<file path="config.mk">
export PLATFORM = sky130hd
export DESIGN_NAME = jx2FetchTop
export DESIGN_NICKNAME = d
export VERILOG_FILES = /design/src/jx2FetchPkg.sv /design/src/jx2FetchTop.sv /design/src/jx2IcTile.sv /design/src/jx2InstrPredecode.sv /design/src/jx2PcSequencer.sv
export VERILOG_INCLUDE_DIRS = /design/src
export SDC_FILE = /design/constraint.sdc
export NUM_CORES = 1
export LEC_CHECK = 0
export BUFFER_PORTS_ARGS = -buffer_cell sky130_fd_sc_hd__clkbuf_2
export CAP_MARGIN = 20
export CORE_ASPECT_RATIO = 0.6
export CORE_MARGIN = 2
export CORE_UTILIZATION = 45
export CTS_CLUSTER_DIAMETER = 50
export DETAILED_ROUTE_END_ITERATION = 8
export GPL_ROUTABILITY_DRIVEN = 0
export PLACE_DENSITY_LB_ADDON = 0.08
export SLEW_MARGIN = 25
export SYNTH_ARGS = -nofsm -noshare
export SYNTH_HDL_FRONTEND = slang
export SYNTH_HIERARCHICAL = 1
export SYNTH_SLANG_ARGS = --single-unit
</file>
<file path="constraint.sdc">
create_clock -name clock -period 8.9 [get_ports clock]
set_input_delay 1.335 -clock clock [delete_from_list [all_inputs] [get_ports clock]]
set_output_delay 1.335 -clock clock [all_outputs]
set_load 0.03 [all_outputs]
</file>
<file path="src/jx2Fetch_defs.svh">
// fetch front end width definitions
// address, line, block and halfword widths fixed by the instruction set

`ifndef JX2FETCH_DEFS_SVH
`define JX2FETCH_DEFS_SVH

// byte address of the fetch PC
`define FETCH_ADDR_W 20

// line index, one line is 16 bytes
`define FETCH_LINE_W 16

// one cache block holds two adjacent lines
`define FETCH_BLOCK_W 256

// instructions are built from 16-bit halfwords
`define FETCH_HALF_W 16

`endif

</file>
<file path="src/jx2FetchPkg.sv">
// fetch front end types
// memory request, the two-way fetch word and the instruction packet

`include "jx2Fetch_defs.svh"

package jx2FetchPkg;

	typedef struct packed {
		logic [`FETCH_LINE_W-1:0] lineAddr;  // first line of block
		logic [`FETCH_ADDR_W-1:0] byteAddr;  // same line in bytes
		logic                     strobe;
	} memReq_t;

	// 16-bit instruction, upper halfword is not part of it
	typedef struct packed {
		logic [`FETCH_HALF_W-1:0] unused;
		logic [2:0]               lenTag;  // bits 15:13
		logic [4:0]               opHi;
		logic [3:0]               dstReg;  // bits 7:4
		logic [3:0]               opLo;
	} shortView_t;

	// 32-bit instruction, destination sits in the second halfword
	typedef struct packed {
		logic [11:0]              opHi;
		logic [3:0]               dstReg;  // bits 19:16
		logic [`FETCH_HALF_W-1:0] prefix;
	} longView_t;

	typedef union packed {
		shortView_t shortView;
		longView_t  longView;
	} fetchWord_u;

	typedef struct packed {
		logic [`FETCH_ADDR_W-1:0] pc;
		fetchWord_u               word;
		logic                     is32;
		logic [3:0]               dstReg;
	} instrPacket_t;

endpackage

</file>
<file path="src/jx2FetchTop.sv">
// instruction fetch front end
// PC sequencer, single-block cache tile and predecoder wired to the
// memory port and the instruction output

`timescale 1ns/1ps
`include "jx2Fetch_defs.svh"

module jx2FetchTop
	import jx2FetchPkg::*;
(
	input  logic                      clock,
	input  logic                      arstN,
	input  logic                      startStrobe,
	input  logic [`FETCH_ADDR_W-1:0]  startPc,
	input  logic [`FETCH_BLOCK_W-1:0] memData,
	input  logic                      memAck,
	output memReq_t                   memRequest,
	output logic                      instrValid,
	output instrPacket_t              instr
);

	logic [`FETCH_ADDR_W-1:0] pc;
	logic                     running;
	logic                     hit;
	logic                     is32;
	fetchWord_u               fetchWord;

	jx2PcSequencer sequencer (
		.clock       (clock),
		.arstN       (arstN),
		.startStrobe (startStrobe),
		.startPc     (startPc),
		.hit         (hit),
		.is32        (is32),
		.pc          (pc),
		.running     (running)
	);

	jx2IcTile tile (
		.clock      (clock),
		.arstN      (arstN),
		.pc         (pc),
		.running    (running),
		.memData    (memData),
		.memAck     (memAck),
		.memRequest (memRequest),
		.fetchWord  (fetchWord),
		.hit        (hit)
	);

	jx2InstrPredecode predecode (
		.clock      (clock),
		.arstN      (arstN),
		.pc         (pc),
		.fetchWord  (fetchWord),
		.hit        (hit),
		.running    (running),
		.is32       (is32),
		.instrValid (instrValid),
		.instr      (instr)
	);

endmodule

</file>
<file path="src/jx2IcTile.sv">
// single-block instruction cache tile
// keeps one 256-bit block (two adjacent 16-byte lines) and serves the
// 32-bit window starting at the PC's halfword; refills on a miss

`timescale 1ns/1ps
`include "jx2Fetch_defs.svh"

module jx2IcTile
	import jx2FetchPkg::*;
(
	input  logic                      clock,
	input  logic                      arstN,
	input  logic [`FETCH_ADDR_W-1:0]  pc,
	input  logic                      running,
	input  logic [`FETCH_BLOCK_W-1:0] memData,
	input  logic                      memAck,
	output memReq_t                   memRequest,
	output fetchWord_u                fetchWord,
	output logic                      hit
);

	localparam int PadW = `FETCH_BLOCK_W + `FETCH_HALF_W;

	logic [`FETCH_BLOCK_W-1:0] blkData;   // cached block, lower line first
	logic [`FETCH_LINE_W-1:0]  blkLine;   // line of the lower half
	logic                      blkValid;
	logic [`FETCH_LINE_W-1:0]  reqLine;   // line of the outstanding request
	logic                      reqStrobe;
	logic                      pending;   // waiting for memAck

	logic [`FETCH_LINE_W-1:0]  pcLine;
	logic [`FETCH_LINE_W-1:0]  nextLine;
	logic                      lineMatch;
	logic                      blkHi;     // PC is in the upper line
	logic [3:0]                halfIx;    // halfword within the block
	logic [PadW-1:0]           padData;
	logic                      issue;

	assign pcLine    = pc[`FETCH_ADDR_W-1:`FETCH_ADDR_W-`FETCH_LINE_W];
	assign nextLine  = blkLine + 1'b1;
	assign blkHi     = (pcLine != blkLine);
	assign lineMatch = (pcLine == blkLine) || (pcLine == nextLine);
	assign halfIx    = {blkHi, pc[3:1]};

	// last halfword counts as a miss so a long instruction never
	// runs off the end of the block
	assign hit = blkValid && lineMatch && (halfIx != 4'hf);

	// zero pad so the window at index 15 stays in range
	assign padData   = {{`FETCH_HALF_W{1'b0}}, blkData};
	assign fetchWord = padData[{halfIx, 4'b0000} +: 32];

	// one request per miss, none while a refill is in flight
	assign issue = running && !hit && !pending;

	always_ff @(posedge clock or negedge arstN)
	begin
		if (!arstN)
		begin
			reqStrobe <= 1'b0;
			pending   <= 1'b0;
			blkValid  <= 1'b0;
		end
		else
		begin
			reqStrobe <= issue;
			if (memAck)
				pending <= 1'b0;
			else if (issue)
				pending <= 1'b1;
			if (memAck)
				blkValid <= 1'b1;  // stays set, only the contents change
		end
	end

	always_ff @(posedge clock)
	begin
		if (issue)
			reqLine <= pcLine;  // block starts at the missing line
		if (memAck)
		begin
			blkData <= memData;
			blkLine <= reqLine;
		end
	end

	always_comb
	begin
		memRequest.lineAddr = reqLine;
		memRequest.byteAddr = {reqLine, {(`FETCH_ADDR_W-`FETCH_LINE_W){1'b0}}};
		memRequest.strobe   = reqStrobe;
	end

endmodule

</file>
<file path="src/jx2InstrPredecode.sv">
// instruction predecoder
// sorts the fetched word into 16-bit or 32-bit form, picks out the
// destination register and registers one packet per hit

`timescale 1ns/1ps
`include "jx2Fetch_defs.svh"

module jx2InstrPredecode
	import jx2FetchPkg::*;
(
	input  logic                     clock,
	input  logic                     arstN,
	input  logic [`FETCH_ADDR_W-1:0] pc,
	input  fetchWord_u               fetchWord,
	input  logic                     hit,
	input  logic                     running,
	output logic                     is32,
	output logic                     instrValid,
	output instrPacket_t             instr
);

	logic [3:0] dstReg;
	logic       take;

	// long form when the top three bits of the first halfword are set
	assign is32 = &fetchWord.shortView.lenTag;

	assign dstReg = is32 ? fetchWord.longView.dstReg
	                     : fetchWord.shortView.dstReg;

	assign take = hit && running;

	always_ff @(posedge clock or negedge arstN)
	begin
		if (!arstN)
			instrValid <= 1'b0;
		else
			instrValid <= take;  // one strobe per hit cycle
	end

	always_ff @(posedge clock)
	begin
		if (take)
		begin
			instr.pc     <= pc;
			instr.word   <= fetchWord;
			instr.is32   <= is32;
			instr.dstReg <= dstReg;
		end
	end

endmodule

</file>
<file path="src/jx2PcSequencer.sv">
// PC sequencer
// loads the PC on a start strobe and steps it by the instruction
// length on every cache hit while running

`timescale 1ns/1ps
`include "jx2Fetch_defs.svh"

module jx2PcSequencer
(
	input  logic                     clock,
	input  logic                     arstN,
	input  logic                     startStrobe,
	input  logic [`FETCH_ADDR_W-1:0] startPc,
	input  logic                     hit,
	input  logic                     is32,
	output logic [`FETCH_ADDR_W-1:0] pc,
	output logic                     running
);

	logic [`FETCH_ADDR_W-1:0] step;

	assign step = is32 ? `FETCH_ADDR_W'd4 : `FETCH_ADDR_W'd2;

	always_ff @(posedge clock or negedge arstN)
	begin
		if (!arstN)
		begin
			pc      <= '0;
			running <= 1'b0;
		end
		else if (startStrobe)
		begin
			// restart wins over a step in the same cycle
			pc      <= {startPc[`FETCH_ADDR_W-1:1], 1'b0};
			running <= 1'b1;
		end
		else if (running && hit)
		begin
			pc <= pc + step;
		end
	end

endmodule

</file>
==> Word level (Yosys, flattened, before mapping) <==
Cells that the tools add are included.
{ "totals": {"out_inout_bits": 95, "register_bits": 370, "inputBits": 280, "wordCells": 37} }
{ "classes": {"add_sub_neg": 2, "reduce_logical": 11, "n_eq_ne": 4, "mux": 6, "shifts": 1} }
{ "ops": {"columns": ["op", "n"], "rows": [
  ["272-bit by 9-bit variable part select with 32-bit output", 1],
  ["20-bit two-way mux", 2],
  ["16-bit == test", 2],
  ["20-bit adder", 1],
  ["16-bit by 1-bit adder with 16-bit output (second input constant)", 1],
  ["16-bit inequality test", 1],
  ["1-bit logical AND", 5],
  ["4-bit two-way mux", 1],
  ["4-bit inequality test (second input constant)", 1],
  ["2-bit nonzero test", 2],
  ["3-bit two-way mux", 1],
  ["3-bit AND reduction", 1],
  ["1-bit logical NOT", 2],
  ["1-bit two-way mux", 2],
  ["1-bit logical OR", 1]
]} }

==> Logic depth before layout (Yosys ltp) <==
{ "logic_depth": {"word_depth": 10, "ltp_mapped": 15, "depth_no_buf": 14} }

==> Cells and area by module <==
The synthesis kept the hierarchy.
{ "by_module_without_submodules": {"columns": ["module", "instances", "cells_each", "seq_area_each_um2", "area_each_um2"], "rows": [
  ["jx2IcTile", 1, 641, 8723.4, 13339.0],
  ["jx2InstrPredecode", 1, 65, 1736.7, 1801.7],
  ["jx2PcSequencer", 1, 135, 500.5, 1242.4]
]} }

==> Worst setup path before layout <==
Ideal clock, no wire load.
{ "synth_timing": {"path_type": "register -> register", "from": "register tile.blkLine[0]", "to": "register predecode/instr[0] (netlist name)", "path_buffers": 1, "path_stages_with_launch": 10, "synth_period_minus_slack_ns": 3.861, "path_slack_ns": 5.039, "t_arrival_ns": 3.439, "setup_ns": 0.422, "t_required_ns": 8.478, "path_cell_list": "edfxtp_1 -> ha_1 -> and4_1 -> buf_4 -> xnor2_1 -> or3_1 -> o211ai_1 -> nor4b_4 -> o21a_1 -> and2_1"} }
{ "synth_via": {"elab_chain_cells": 6, "word_cells_on_any_way": 9, "cone_classes": "1 x add/sub; 4 x eq/ne; 4 x reduce/logical"} }
{ "synth_rtl": {"columns": ["element", "line_no", "text"], "rows": [
  ["from (decl)", "jx2IcTile.sv:25", "logic [`FETCH_LINE_W-1:0] blkLine;"],
  ["from (signal assigned)", "jx2IcTile.sv:83", "blkLine <= reqLine;"],
  ["16-bit by 1-bit adder with 16-bit output", "jx2IcTile.sv:40", "assign nextLine = blkLine + 1'b1;"],
  ["16-bit == test", "jx2IcTile.sv:42", "assign lineMatch = (pcLine == blkLine) || (pcLine == nextLine);"],
  ["1-bit logical OR", "jx2IcTile.sv:42", null],
  ["1-bit logical AND", "jx2IcTile.sv:47", "assign hit = blkValid && lineMatch && (halfIx != 4'hf);"],
  ["1-bit logical AND (*)", "jx2IcTile.sv:47", null],
  ["named net hit", "jx2FetchTop.sv:24", "logic hit;"],
  ["1-bit logical AND (*)", "jx2InstrPredecode.sv:31", "assign take = hit && running;"],
  ["named net predecode.take", "jx2InstrPredecode.sv:23", "logic take;"]
]} }
The timed path passes the listed nets; every way through them passes the cells marked *.
A chain may end at the register's enable or synchronous reset.

==> key figures <==
Run status
  • Status: finished, final reports clean

Synthesis
  • Top-count cell post-synth: edfxtp_1
  • Synthesized flop and latch total: 369
  • Post-synthesis cell area: 16400 um^2
  • Yosys top cell by area: edfxtp_1
  • Sequential fraction of the synthesis area: 66.9%
  • Ys async rst share: 6.50%
  • Share of the synthesized area in the top cell type: 63.2%
  • Synth Warn #: 6
  • Synth Flop Type: edfxtp_1
  • Post-synth EDFFs: 345
  • Distinct cells, synth: 57
  • Mean post-synth cell area: 19.5 um^2
  • Top cells by count, synth: 345 x edfxtp_1, 140 x mux4_2, 49 x nand2_1
  • Synth top area cells: edfxtp_1 63%, mux4_2 19%, dfrtp_1 3.7%
  • Syn Inst Count: 841

Finish
  • Layout cells sized above 1: 48.8%
  • Seq. cell area: 11000 um^2
  • Multi-input logic area: 5050 um^2
  • Final #Nets: 1480
  • Area Growth Syn to Fin: 20.8%
  • Filler Cell Count: 2942
  • Design Area, Final: 19800 um^2

Power
  • Comb power frac: 12.2%
  • P_leak: 7.37 nW
  • Clock share of power: 36.4%
  • Power density over cell area: 210 nW/um^2
  • Sw Pwr: 0.984 mW
  • Sw frac: 23.6%
  • Sequential power share: 51.4%
  • Internal: 3.18 mW
  • Maximum VDD drop: 162 uV

GRT
  • Vias in the first global route: 9636
  • Initial antenna violation count: 8
  • Total gr overflow: 0
  • GRT Total Usage: 21.6%
  • First-pass GRT wire length: 61200 um
  • Largest net degree at the start of global routing: 144

Floorplanning
  • Core Box Area: 36100 um^2
  • Die height: 152 um
  • Die width: 250 um
  • # IOs: 375
  • Starting Density: 45.4%
  • Die area: 38000 um^2
  • # rows: 54

Drt
  • First-iteration detailed-routing DRC count: 665
  • Highest routed layer: met5
  • Post-route ant nets: 0
  • Drt drc: 0
  • Vias post-DR: 9450
  • Pre-antenna DRT Iters: 5
  • WL final: 40500 um
  • Met3 wire length: 3300 um
  • Routed length per instance: 23.8 um
  • Post-Route M1 WL: 18500 um
  • Routed vias/inst: 5.54
  • Wire length on met2: 17800 um

Setup path
  • Crit Path Category: register to register
  • Cell count of the worst reg-to-reg path: 15
  • Critical path arrival: 5.35 ns
  • Critical Path RT: 9.31 ns
  • Crit path capture type: register
  • Critical Path Fanout Max: 24
  • CP startpoint kind: register

Clocking
  • CTS tree: built
  • H-tree depth: 2
  • Cts repair resizes: 0
  • Max clock buf depth: 3
  • Hold buffer count at cts: 0
  • Num CTS Buffers: 37
  • Post-CTS Repair Setup Buffers: 0
  • Clock root buffer: clkbuf_16
  • CTS sink cnt: 369
  • Clock Latency Late Sink: 0.52 ns
  • Clock-pin slew on the worst setup and hold paths: 0.06 ns

Place
  • Post-place instance area: 18600 um^2
  • Place WS: 3.94 ns
  • I/O Buffers: 369
  • Hpwl dp: 28200 um

STA
  • Setup violators final: 0
  • TNS Setup: 0 ns
  • Tcrit/Tclk final: 55.6%
  • RSZ-0062 raised after global routing: no
  • Worst-margin pin slew: 0.999 ns
  • Fin crit period: 4.95 ns
  • Pins over their slew limit: 0
  • Relative slew slack: 33.4%
  • Max Clock Skew: 0.0138 ns
  • PnR worst setup slack: 3.95 ns
  • FMAX: 0.202 GHz
  • Final hold violations: 0

Min path
  • Hold Crit Class: register to register
  • Worst hold path depth: 0

Run
  • Max-cap violations: 0
per-layer routing:
layer | vias to the layer above | global-route usage, %
met1 | 4818 | 33.0
met4 | 4 | 6.53
met3 | 63 | 5.88
met5 | - | 0
li1 | 4191 | -
met2 | 374 | 30.5
area by class of cell:
cell class | count | area share, %
Antenna cell | 6 | 0.0758
Clock buffer | 51 | 5.32
Clock inverter | 15 | 0.556
Inverter | 9 | 0.171
Multi-Input combinational cell | 401 | 25.5
Sequential cell | 369 | 55.4
Tap cell | 476 | 3.01
Timing Repair Buffer | 378 | 9.95
cell usage in the layout (no fill, tap or decap), types with 8 or more instances in the layout:
cell type	synthesis	layout
inv_1	9	9
nor4_1	8	8
clkinv_2	0	8
clkbuf_2	0	368
xnor2_1	18	18
xor2_1	11	11
mux2i_1	24	24
nand4_1	10	10
o21ai_0	29	29
nor2b_1	10	9
nand2_1	49	49
nand3_1	8	8
edfxtp_1	345	345
clkbuf_16	0	40
dfrtp_1	24	21
mux4_2	140	140
clkbuf_1	19	10
stage by stage:
stage | total power [mW] | std cells | util (%) | hold WS (ns)
6_report | 4.16 | 1705 | 54.9 | 0.485
5_1_grt | 4.33 | 1703 | 54.9 | 0.499
4_1_cts | 4.21 | 1698 | 54.8 | 0.485
3_5_place_dp | 2.68 | 1632 | 51.5 | 0.471
3_3_place_gp | 2.67 | 1632 | 51.5 | 0.463
2_1_floorplan | 2.48 | 844 | - | 0.487
path summary, 6_finish.rpt:
kind / start / end / slack [ns]
worst min register to register: tile/reqLine[12] / tile/blkLine[12] / 0.49
max in group asynchronous: arstN / sequencer/pc[1] / 7.53
worst max register to register: sequencer/pc[19] / sequencer/pc[15] / 3.95
worst max-delay path: sequencer/pc[19] / sequencer/pc[15] / 3.95
worst min-delay path: tile/reqLine[12] / tile/blkLine[12] / 0.49
min in group asynchronous: arstN / sequencer/pc[16] / 0.84
registers in the layout, indices dropped and copies added, names as in the netlist:
register / count
tile/blkData: 256
predecode/instr: 57
sequencer/pc: 19
tile/blkLine: 16
tile/reqLine: 16
predecode/instrValid: 1
sequencer/running: 1
tile/blkValid: 1
tile/pending: 1
tile/reqStrobe: 1
critical path: stages, from the launching register on:
cell	delay (ns)
dfrtp_1	0.43
xnor2_1	0.56
nand2_1	0.20
nor2_1	0.23
nand4_4	0.34
buf_4	0.42
mux4_1	0.56
nand3_2	0.27
inv_1	0.17
inv_1	0.09
ha_1	0.20
fa_1	0.24
nand4_2	0.25
nor4_1	0.47
nor3b_1	0.09
a221o_1	0.28
cell families (layout without fill, tap and decap cells):
logic type,after synthesis,after routing,synth area share [%]
compound gates,58,58,2.18
mux,172,172,21.6
buf+inv,74,453,2.44
fa+ha+maj,4,4,0.351
other cells,2,11,0.0458
simple gates,132,132,4.80
flops,369,369,66.9
xor+xnor,30,30,1.65
power groups by stage:
| stage | logic, mW | clock network (mW) | registers, mW |
|---|---|---|---|
| after floorplan | 0.346 | 0 | 2.13 |
| after global placement | 0.501 | 0 | 2.17 |
| after detailed placement | 0.507 | 0 | 2.17 |
| after CTS | 0.510 | 1.56 | 2.14 |
| after global routing | 0.548 | 1.63 | 2.15 |
| final | 0.506 | 1.52 | 2.14 |
(Power assumes the default switching activity.)
